### config.mk
export PLATFORM = sky130hd
export DESIGN_NAME = wbSubsystem
export DESIGN_NICKNAME = d
export VERILOG_FILES = /design/src/wbPkg.sv /design/src/memWbIf.sv /design/src/rfWriteIf.sv /design/src/wbReg.sv /design/src/loadExtend.sv /design/src/writebackStage.sv /design/src/regFile.sv /design/src/wbSubsystem.sv
export SDC_FILE = /design/constraint.sdc
export NUM_CORES = 2
export LEC_CHECK = 0
export BUFFER_PORTS_ARGS = -buffer_cell sky130_fd_sc_hd__buf_2
export CORE_MARGIN = 2
export CORE_UTILIZATION = 40
export CTS_CLUSTER_SIZE = 25
export DETAILED_ROUTE_END_ITERATION = 16
export SYNTH_ARGS = -nofsm -noshare
export SYNTH_HDL_FRONTEND = slang
export SYNTH_SLANG_ARGS = --single-unit
### constraint.sdc
create_clock -name clk -period 3.14 [get_ports clk]
set_input_delay 0.157 -clock clk [delete_from_list [all_inputs] [get_ports clk]]
set_output_delay 0.157 -clock clk [all_outputs]
set_load 0.1 [all_outputs]
### src/wbPkg.sv
`default_nettype none

package wbPkg;

    ////////////////////////////////////////
    // widths fixed by the instruction set
    ////////////////////////////////////////

    localparam int DataWidth    = 32;
    localparam int RegAddrWidth = 5;
    localparam int RegCount     = 32;
    localparam int LinkOffset   = 8;    // jal and jalr return past the delay slot

    ////////////////////////////////////////
    // control encodings
    ////////////////////////////////////////

    // how the loaded word is cut down and extended
    typedef enum logic [2:0] {
        loadNone  = 3'd0,
        loadByte  = 3'd1,
        loadByteU = 3'd2,
        loadHalf  = 3'd3,
        loadHalfU = 3'd4,
        loadWord  = 3'd5
    } LoadType;

    // source of the value written back
    typedef enum logic [1:0] {
        selLink = 2'd0,                 // pc plus the link offset
        selAlu  = 2'd1,                 // alu result
        selOutB = 2'd2,                 // second operand, for mthi and mtlo style moves
        selMem  = 2'd3                  // extended load data
    } WbSel;

    // write enables for the three register targets
    typedef struct packed {
        logic rfWr;                     // general register file
        logic hiWr;
        logic loWr;
    } RegsWr;

endpackage

`default_nettype wire

### src/memWbIf.sv
`timescale 1ns/10ps
`default_nettype none

interface memWbIf;

    logic [wbPkg::DataWidth-1:0]    aluOut;
    logic [wbPkg::DataWidth-1:0]    hi;
    logic [wbPkg::DataWidth-1:0]    lo;
    logic [wbPkg::DataWidth-1:0]    pc;
    logic [wbPkg::DataWidth-1:0]    outB;
    logic [wbPkg::DataWidth-1:0]    dmOut;     // raw word from the data memory
    logic [wbPkg::RegAddrWidth-1:0] dst;
    wbPkg::WbSel                    wbSel;
    wbPkg::LoadType                 loadType;
    wbPkg::RegsWr                   regsWr;

    // the MEM stage side
    modport producer (
        output aluOut, hi, lo, pc, outB, dmOut,
        output dst, wbSel, loadType, regsWr
    );

    // the MEM/WB pipeline register side
    modport consumer (
        input aluOut, hi, lo, pc, outB, dmOut,
        input dst, wbSel, loadType, regsWr
    );

endinterface

`default_nettype wire

### src/rfWriteIf.sv
`timescale 1ns/10ps
`default_nettype none

interface rfWriteIf;

    logic [wbPkg::RegAddrWidth-1:0] dst;
    logic [wbPkg::DataWidth-1:0]    result;    // value for the general register
    logic [wbPkg::DataWidth-1:0]    hi;
    logic [wbPkg::DataWidth-1:0]    lo;
    wbPkg::RegsWr                   wr;        // already gated by the write disable

    modport stage (
        output dst, result, hi, lo, wr
    );

    modport file (
        input dst, result, hi, lo, wr
    );

endinterface

`default_nettype wire

### src/wbReg.sv
`timescale 1ns/10ps
`default_nettype none

module wbReg (
    input  logic                          clk,
    input  logic                          reset,
    input  logic                          wbFlush,
    input  logic                          wbWr,
    memWbIf.consumer                      memBus,

    output logic [wbPkg::DataWidth-1:0]    aluOut,
    output logic [wbPkg::DataWidth-1:0]    hi,
    output logic [wbPkg::DataWidth-1:0]    lo,
    output logic [wbPkg::DataWidth-1:0]    pc,
    output logic [wbPkg::DataWidth-1:0]    outB,
    output logic [wbPkg::DataWidth-1:0]    dmOut,
    output logic [wbPkg::RegAddrWidth-1:0] dst,
    output wbPkg::WbSel                    wbSel,
    output wbPkg::LoadType                 loadType,
    output wbPkg::RegsWr                   regsWr
);

    always_ff @(posedge clk) begin
        if (reset || wbFlush) begin                 // flush wins over the stall enable
            aluOut   <= '0;
            hi       <= '0;
            lo       <= '0;
            pc       <= '0;
            outB     <= '0;
            dmOut    <= '0;
            dst      <= '0;
            wbSel    <= wbPkg::selLink;
            loadType <= wbPkg::loadNone;
            regsWr   <= '0;                         // a bubble writes nothing
        end else if (wbWr) begin
            aluOut   <= memBus.aluOut;
            hi       <= memBus.hi;
            lo       <= memBus.lo;
            pc       <= memBus.pc;
            outB     <= memBus.outB;
            dmOut    <= memBus.dmOut;
            dst      <= memBus.dst;
            wbSel    <= memBus.wbSel;
            loadType <= memBus.loadType;
            regsWr   <= memBus.regsWr;
        end
        // with wbWr low the held instruction repeats its write, which is harmless
    end

    ////////////////////////////////////////
    // checks
    ////////////////////////////////////////

    // a flushed slot must never reach the register file
    flushGivesBubble: assert property (
        @(posedge clk) wbFlush |=> (regsWr == '0)
    ) else $error("wbReg: write enables set in the cycle after a flush");

endmodule

`default_nettype wire

### src/loadExtend.sv
`timescale 1ns/10ps
`default_nettype none

module loadExtend (
    input  logic [wbPkg::DataWidth-1:0] dmOut,
    input  logic [1:0]                  byteAddr,
    input  wbPkg::LoadType              loadType,
    output logic [wbPkg::DataWidth-1:0] dmResult
);

    logic [7:0]  byteSel;
    logic [15:0] halfSel;

    assign byteSel = dmOut[8*byteAddr +: 8];                        // little endian lanes
    assign halfSel = byteAddr[1] ? dmOut[31:16] : dmOut[15:0];      // bit 0 is zero for halfwords

    always_comb begin
        unique case (loadType)
            wbPkg::loadByte: begin
                dmResult = {{(wbPkg::DataWidth-8){byteSel[7]}}, byteSel};
            end
            wbPkg::loadByteU: begin
                dmResult = {{(wbPkg::DataWidth-8){1'b0}}, byteSel};
            end
            wbPkg::loadHalf: begin
                dmResult = {{(wbPkg::DataWidth-16){halfSel[15]}}, halfSel};
            end
            wbPkg::loadHalfU: begin
                dmResult = {{(wbPkg::DataWidth-16){1'b0}}, halfSel};
            end
            default: begin
                dmResult = dmOut;                   // word load, or no load at all
            end
        endcase
    end

    ////////////////////////////////////////
    // checks
    ////////////////////////////////////////

    // the MEM stage raises an address error before a misaligned halfword gets here
    always_comb begin
        halfAligned: assert final (
            !((loadType == wbPkg::loadHalf || loadType == wbPkg::loadHalfU) && byteAddr[0])
        ) else $error("loadExtend: halfword load at an odd byte address");
    end

endmodule

`default_nettype wire

### src/writebackStage.sv
`timescale 1ns/10ps
`default_nettype none

module writebackStage (
    input  logic                           clk,
    input  logic                           reset,
    input  logic                           wbFlush,
    input  logic                           wbWr,
    input  logic                           wbDisWr,
    memWbIf.consumer                       memBus,
    rfWriteIf.stage                        rfBus,

    output logic [wbPkg::DataWidth-1:0]    wbResult,
    output logic [wbPkg::RegAddrWidth-1:0] wbDst,
    output wbPkg::RegsWr                   wbWrFinal
);

    logic [wbPkg::DataWidth-1:0] wbAluOut;
    logic [wbPkg::DataWidth-1:0] wbHi;
    logic [wbPkg::DataWidth-1:0] wbLo;
    logic [wbPkg::DataWidth-1:0] wbPc;
    logic [wbPkg::DataWidth-1:0] wbOutB;
    logic [wbPkg::DataWidth-1:0] wbDmOut;
    logic [wbPkg::DataWidth-1:0] wbDmResult;
    wbPkg::WbSel                 wbSel;
    wbPkg::LoadType              wbLoadType;
    wbPkg::RegsWr                wbRegsWr;

    wbReg u_wbReg (
        .clk      (clk),
        .reset    (reset),
        .wbFlush  (wbFlush),
        .wbWr     (wbWr),
        .memBus   (memBus),
        .aluOut   (wbAluOut),
        .hi       (wbHi),
        .lo       (wbLo),
        .pc       (wbPc),
        .outB     (wbOutB),
        .dmOut    (wbDmOut),
        .dst      (wbDst),
        .wbSel    (wbSel),
        .loadType (wbLoadType),
        .regsWr   (wbRegsWr)
    );

    loadExtend u_loadExtend (
        .dmOut    (wbDmOut),
        .byteAddr (wbAluOut[1:0]),                  // the alu computed the load address
        .loadType (wbLoadType),
        .dmResult (wbDmResult)
    );

    ////////////////////////////////////////
    // result select and write gating
    ////////////////////////////////////////

    always_comb begin
        unique case (wbSel)
            wbPkg::selLink: wbResult = wbPc + wbPkg::DataWidth'(wbPkg::LinkOffset);
            wbPkg::selAlu:  wbResult = wbAluOut;
            wbPkg::selOutB: wbResult = wbOutB;
            default:        wbResult = wbDmResult;
        endcase
    end

    assign wbWrFinal = wbDisWr ? '0 : wbRegsWr;    // the data cache is holding the pipeline

    assign rfBus.dst    = wbDst;
    assign rfBus.result = wbResult;
    assign rfBus.hi     = wbHi;
    assign rfBus.lo     = wbLo;
    assign rfBus.wr     = wbWrFinal;

endmodule

`default_nettype wire

### src/regFile.sv
`timescale 1ns/10ps
`default_nettype none

module regFile (
    input  logic                           clk,
    input  logic                           reset,
    rfWriteIf.file                         rfBus,
    input  logic [wbPkg::RegAddrWidth-1:0] rsAddr,
    input  logic [wbPkg::RegAddrWidth-1:0] rtAddr,

    output logic [wbPkg::DataWidth-1:0]    rsData,
    output logic [wbPkg::DataWidth-1:0]    rtData,
    output logic [wbPkg::DataWidth-1:0]    hiData,
    output logic [wbPkg::DataWidth-1:0]    loData
);

    logic [wbPkg::DataWidth-1:0] regs [wbPkg::RegCount];
    logic [wbPkg::DataWidth-1:0] hiReg;
    logic [wbPkg::DataWidth-1:0] loReg;
    logic                        rfWrLive;

    assign rfWrLive = rfBus.wr.rfWr && (rfBus.dst != '0);   // register 0 swallows writes

    always_ff @(posedge clk) begin
        if (reset) begin
            for (int i = 0; i < wbPkg::RegCount; i++) begin
                regs[i] <= '0;
            end
            hiReg <= '0;
            loReg <= '0;
        end else begin
            if (rfWrLive) begin
                regs[rfBus.dst] <= rfBus.result;
            end
            if (rfBus.wr.hiWr) begin
                hiReg <= rfBus.hi;
            end
            if (rfBus.wr.loWr) begin
                loReg <= rfBus.lo;
            end
        end
    end

    ////////////////////////////////////////
    // reads with same-cycle bypass
    ////////////////////////////////////////

    // register 0 keeps its reset value because it is never written
    assign rsData = (rfWrLive && rfBus.dst == rsAddr) ? rfBus.result : regs[rsAddr];
    assign rtData = (rfWrLive && rfBus.dst == rtAddr) ? rfBus.result : regs[rtAddr];
    assign hiData = rfBus.wr.hiWr ? rfBus.hi : hiReg;
    assign loData = rfBus.wr.loWr ? rfBus.lo : loReg;

    // holds through the bypass even when the stage writes to register 0
    zeroReadsZero: assert property (
        @(posedge clk) disable iff (reset)
        ((rsAddr != '0) || (rsData == '0)) && ((rtAddr != '0) || (rtData == '0))
    ) else $error("regFile: register 0 read back a nonzero value");

endmodule

`default_nettype wire

### src/wbSubsystem.sv
`timescale 1ns/10ps
`default_nettype none

module wbSubsystem (
    input  logic                           clk,
    input  logic                           reset,
    input  logic                           wbFlush,
    input  logic                           wbWr,
    input  logic                           wbDisWr,
    input  logic [wbPkg::DataWidth-1:0]    memAluOut,
    input  logic [wbPkg::DataWidth-1:0]    memHi,
    input  logic [wbPkg::DataWidth-1:0]    memLo,
    input  logic [wbPkg::DataWidth-1:0]    memPc,
    input  logic [wbPkg::DataWidth-1:0]    memOutB,
    input  logic [wbPkg::DataWidth-1:0]    memDmOut,
    input  logic [wbPkg::RegAddrWidth-1:0] memDst,
    input  logic [1:0]                     memWbSel,
    input  logic [2:0]                     memLoadType,
    input  logic                           memRfWr,
    input  logic                           memHiWr,
    input  logic                           memLoWr,
    input  logic [wbPkg::RegAddrWidth-1:0] rsAddr,
    input  logic [wbPkg::RegAddrWidth-1:0] rtAddr,

    output logic [wbPkg::DataWidth-1:0]    wbResult,
    output logic [wbPkg::RegAddrWidth-1:0] wbDst,
    output logic                           rfWrEn,
    output logic                           hiWrEn,
    output logic                           loWrEn,
    output logic [wbPkg::DataWidth-1:0]    rsData,
    output logic [wbPkg::DataWidth-1:0]    rtData,
    output logic [wbPkg::DataWidth-1:0]    hiData,
    output logic [wbPkg::DataWidth-1:0]    loData
);

    memWbIf       memBus ();
    rfWriteIf     rfBus ();
    wbPkg::RegsWr wbWrFinal;

    ////////////////////////////////////////
    // MEM stage fields onto the bus
    ////////////////////////////////////////

    assign memBus.aluOut   = memAluOut;
    assign memBus.hi       = memHi;
    assign memBus.lo       = memLo;
    assign memBus.pc       = memPc;
    assign memBus.outB     = memOutB;
    assign memBus.dmOut    = memDmOut;
    assign memBus.dst      = memDst;
    assign memBus.wbSel    = wbPkg::WbSel'(memWbSel);
    assign memBus.loadType = wbPkg::LoadType'(memLoadType);
    assign memBus.regsWr   = '{rfWr: memRfWr, hiWr: memHiWr, loWr: memLoWr};

    writebackStage u_writebackStage (
        .clk       (clk),
        .reset     (reset),
        .wbFlush   (wbFlush),
        .wbWr      (wbWr),
        .wbDisWr   (wbDisWr),
        .memBus    (memBus.consumer),
        .rfBus     (rfBus.stage),
        .wbResult  (wbResult),
        .wbDst     (wbDst),
        .wbWrFinal (wbWrFinal)
    );

    regFile u_regFile (
        .clk    (clk),
        .reset  (reset),
        .rfBus  (rfBus.file),
        .rsAddr (rsAddr),
        .rtAddr (rtAddr),
        .rsData (rsData),
        .rtData (rtData),
        .hiData (hiData),
        .loData (loData)
    );

    assign rfWrEn = wbWrFinal.rfWr;
    assign hiWrEn = wbWrFinal.hiWr;
    assign loWrEn = wbWrFinal.loWr;

endmodule

`default_nettype wire

==> results list <==
* Synthesis-to-finish area growth: 29.6%
- The path class of the tightest hold or removal check is input port to flop.
- Of the cells placed in the final design, the portion with a size suffix greater than 1 is 0.347.
* Primary flip-flop cell chosen by synthesis mapping: edfxtp_1
- CTS Sinks: 1293
- In the finished design, the share of the clock period the worst path needs comes to 1.08.
- The core region is 0.156 mm2.
- Dividing total power by cell area gives a power density of 524 mW/mm2.
- Slew at the pin with the worst max-slew slack: 1.15 ns
- Total chip power: 42.7 mW
- Horizontal extent of the die: 401 um
- Fraction of the yosys area taken by sequential cells: 0.574
* Total vias in the final route: 48276
* Number of max-cap violations: 0
- The H-tree generated during clock tree synthesis spans 4 levels.
- Synthesis instantiated 59 different standard cells from the library.
- Gp weighted congestion: 0.871
- Violated checks: setup timing
* Pin count of the biggest net entering global routing: 121
- The routed design has 241000 um of wire.
- Cell area after synthesis: 0.0629 mm2
* Crit-path max FO: 5
* Initial standard-cell utilization of the core: 0.403
- Via count of the first global-routing pass: 47818
- For met2 alone, demand over resource in global routing was 0.456.
- Global-route wire length before repair: 339000 um
- During I/O placement, the number of pins put on the boundary was 388.
- The hold violation total from the final report came to 0.
- Worst IR drop on VDD: 0.565 mV
- During placement, the flow inserted port buffers numbering 387.
- Number of core rows: 145
- By area the synthesized netlist is led by edfxtp_1, mux4_2, dfxtp_1.
* Post-Synthesis Mean Instance Area: 13.2 um2
- The worst setup path is captured at a primary output.
- Setup repair after global routing could not meet its margin everywhere.
- Counting instances in the post-synthesis netlist gives the leading cell types as nor2_1, edfxtp_1, mux4_2, clkbuf_1, dfxtp_1.
- For this run, global-route usage on met1 was measured as 0.378.
- Leakage: 29.9 nW
* DRC violation count after routing: 0
- Measured along the y axis, the die boundary spans 401 um.
- Setup violation total in the final timing report: 35
- Nets@finish: 5853
- The tree is rooted in a clkbuf_16.
- During synthesis, Yosys emitted a total of 0 warnings.
* Result of the run: finished, violations left
* Final Critical Period: 3.40 ns
- The initial antenna violation count is 15.
- The clock arrives with 0.0328 ns of skew.
- Half-perimeter wire length after detailed placement: 147000 um
- Among all cell types in the netlist, the one instantiated most often is nor2_1.
- Number of flops mapped to enable cells by yosys: 1024
* Required arrival time at the worst endpoint: 2.98 ns
* Total gr overflow: 0
* CTS tree: done
* Deepest clock path buffer count: 3
* Final total negative setup slack: -6.04 ns
* Synth Instances: 4785
- Wirelength per Cell: 30.9 um
* Detailed Routing Iterations Pass 1: 8
* Latest clock arrival within the worst-skew pair: 0.80 ns
- Headroom to the max-slew limit came out at 0.236.
- Maximum clock frequency: 294 MHz
- Number of buffers inserted during clock tree synthesis: 143
* Number of flip-flops and latches in the synthesized netlist: 1293
* Total Die Area: 0.161 mm2
* Busiest layer in global routing: met2
- The number of max-slew violations in the final report is 0.
* Fraction of synthesis flops using an asynchronous set or reset pin: 0
* Arrival time at the worst endpoint: 3.25 ns
* Clock transition time at the flip-flop clock pins of the worst setup and hold paths: 0.06 ns
- Synth area leader: edfxtp_1
- Fraction of synthesized cell area taken by the top area cell type: 0.489
- Worst Path Class, Setup: flop to primary output
* Per-cell via count in the routed design: 6.18
- Across every metal layer, demand over resource in global routing totals 0.292.
- Count of non-filler cells in the finished layout: 7807
* Final worst-path setup slack: -0.264 ns
- STA classifies the critical path startpoint as a flop.
- Number of cells after detailed placement: 7129
* Number of design-rule violations left by the first detailed-router iteration: 6437
- In the global route stage, met3 resource usage came out at 0.100.
* Number of antenna-violating nets in the routed design: 0
[path summary, 6_finish.rpt]
check / from / cells past startpoint / endpoint / slack, ns
setup / recovery: u_writebackStage.u_wbReg.pc[3] / 11 / rtData[21] / -0.26
setup reg to reg: u_writebackStage.u_wbReg.loadType[1] / 10 / u_regFile.regs[30][3] / 0.20
hold reg to reg: u_writebackStage.u_wbReg.hi[13] / 2 / u_writebackStage.u_wbReg.hi[13] / 0.49
hold / removal: wbFlush / 4 / u_writebackStage.u_wbReg.hi[14] / 0.14
[cells by family after synthesis]
logic type,share of synthesized area
buf+inv,0.0334
xor+xnor,0.00348
compound gates,0.0460
fa+ha+maj,0.000358
simple gates,0.110
flops,0.574
mux,0.232
other cells,0.0000596
[through the flow]
step | util | instance area [um2] | hold WS [ns] | setup slack, ns
finish | 0.522 | 81600 | 0.141 | -0.264
floorplan | - | 63400 | 0.304 | -0.436
global placement | 0.457 | 71400 | 0.389 | -0.0186
detailed placement | 0.457 | 71400 | 0.398 | -0.0119
CTS | 0.514 | 80300 | 0.0841 | -0.274
global route | 0.522 | 81600 | 0.137 | -0.341
[timing repair]
action | 4_1_cts | 5_1_grt
endpoints found under the setup margin | 101 | 85
hold endpoints to repair | 215 | 0
buffers inserted | 75 | 69
pin swaps | 69 | 66
hold buffers | 260 | 0
gates cloned | 12 | 4
resized for setup | 214 | 130
[worst max-delay path, cell delays in order, from the launching register on]
cell	delay (ns)
dfxtp_2	0.36
ha_4	0.15
nand4_4	0.09
or4_4	0.51
buf_6	0.16
or4_4	0.43
nand2_4	0.08
o21ai_4	0.06
buf_12	0.14
buf_6	0.12
o21ai_4	0.14
buf_12	0.19
[sequential cells by signal, summed over array words and instances (netlist names)]
signal / count
u_regFile.regs: 1024
u_regFile.hiReg: 32
u_regFile.loReg: 32
u_writebackStage.u_wbReg.aluOut: 32
u_writebackStage.u_wbReg.dmOut: 32
u_writebackStage.u_wbReg.hi: 32
u_writebackStage.u_wbReg.lo: 32
u_writebackStage.u_wbReg.outB: 32
u_writebackStage.u_wbReg.pc: 32
u_writebackStage.u_wbReg.dst: 5
u_writebackStage.u_wbReg.loadType: 3
u_writebackStage.u_wbReg.regsWr: 3
u_writebackStage.u_wbReg.wbSel: 2
[cells in the final DEF, fill, tap and decap left out, types with 10 or more instances in the layout]
cell type	synthesis	final
nor4_1	65	60
nand3_1	21	14
nor2b_1	72	71
nand2b_2	0	39
o21ai_1	8	10
buf_12	0	190
clkbuf_8	0	10
a21o_1	13	13
nor2_2	29	30
dlygate4sd3_1	0	260
nor2_1	1212	1208
inv_1	45	26
buf_4	0	348
dfxtp_1	269	239
o21ai_4	0	52
buf_2	53	285
o211ai_1	10	10
mux4_2	512	512
dfxtp_2	0	19
nand2_2	0	23
a21oi_1	34	27
dfxtp_4	0	11
edfxtp_1	1024	1024
mux2i_1	229	222
nand2_1	156	128
clkinv_2	0	12
o21ai_2	3	24
mux2_2	70	69
xnor2_1	14	13
conb_1	1	32
o22ai_1	258	249
nand4_1	10	10
clkbuf_1	359	30
clkinv_1	0	31
xor2_1	11	10
clkbuf_16	0	151
buf_6	6	48
o21ai_0	95	20
[per-layer routing]
layer	part of all wire	vias to the layer above	wire length, um
met5	0.00014	-	33
met4	0.038	6	9110
met3	0.14	549	33700
met2	0.46	3479	111000
met1	0.36	24563	87200
li1	-	19679	-
[final cells by class]
cell class | instances | area, um2
fillers | 12907 | 74600
flip-flops and latches | 1293 | 36200
multi-input cells | 2995 | 26500
repair buffers | 1154 | 11500
clock buffers | 188 | 3930
well taps | 2058 | 2570
clock inverters | 65 | 548
inverters | 45 | 234
diodes | 9 | 22.5
[where the power goes]
part | switching [mW] | internal (mW) | total, mW
Sequential | 0.318 | 19.0 | 19.3
Combinational | 4.16 | 2.86 | 7.02
Clock | 7.13 | 9.31 | 16.4
No activity file was read; power rests on OpenSTA's default activity.
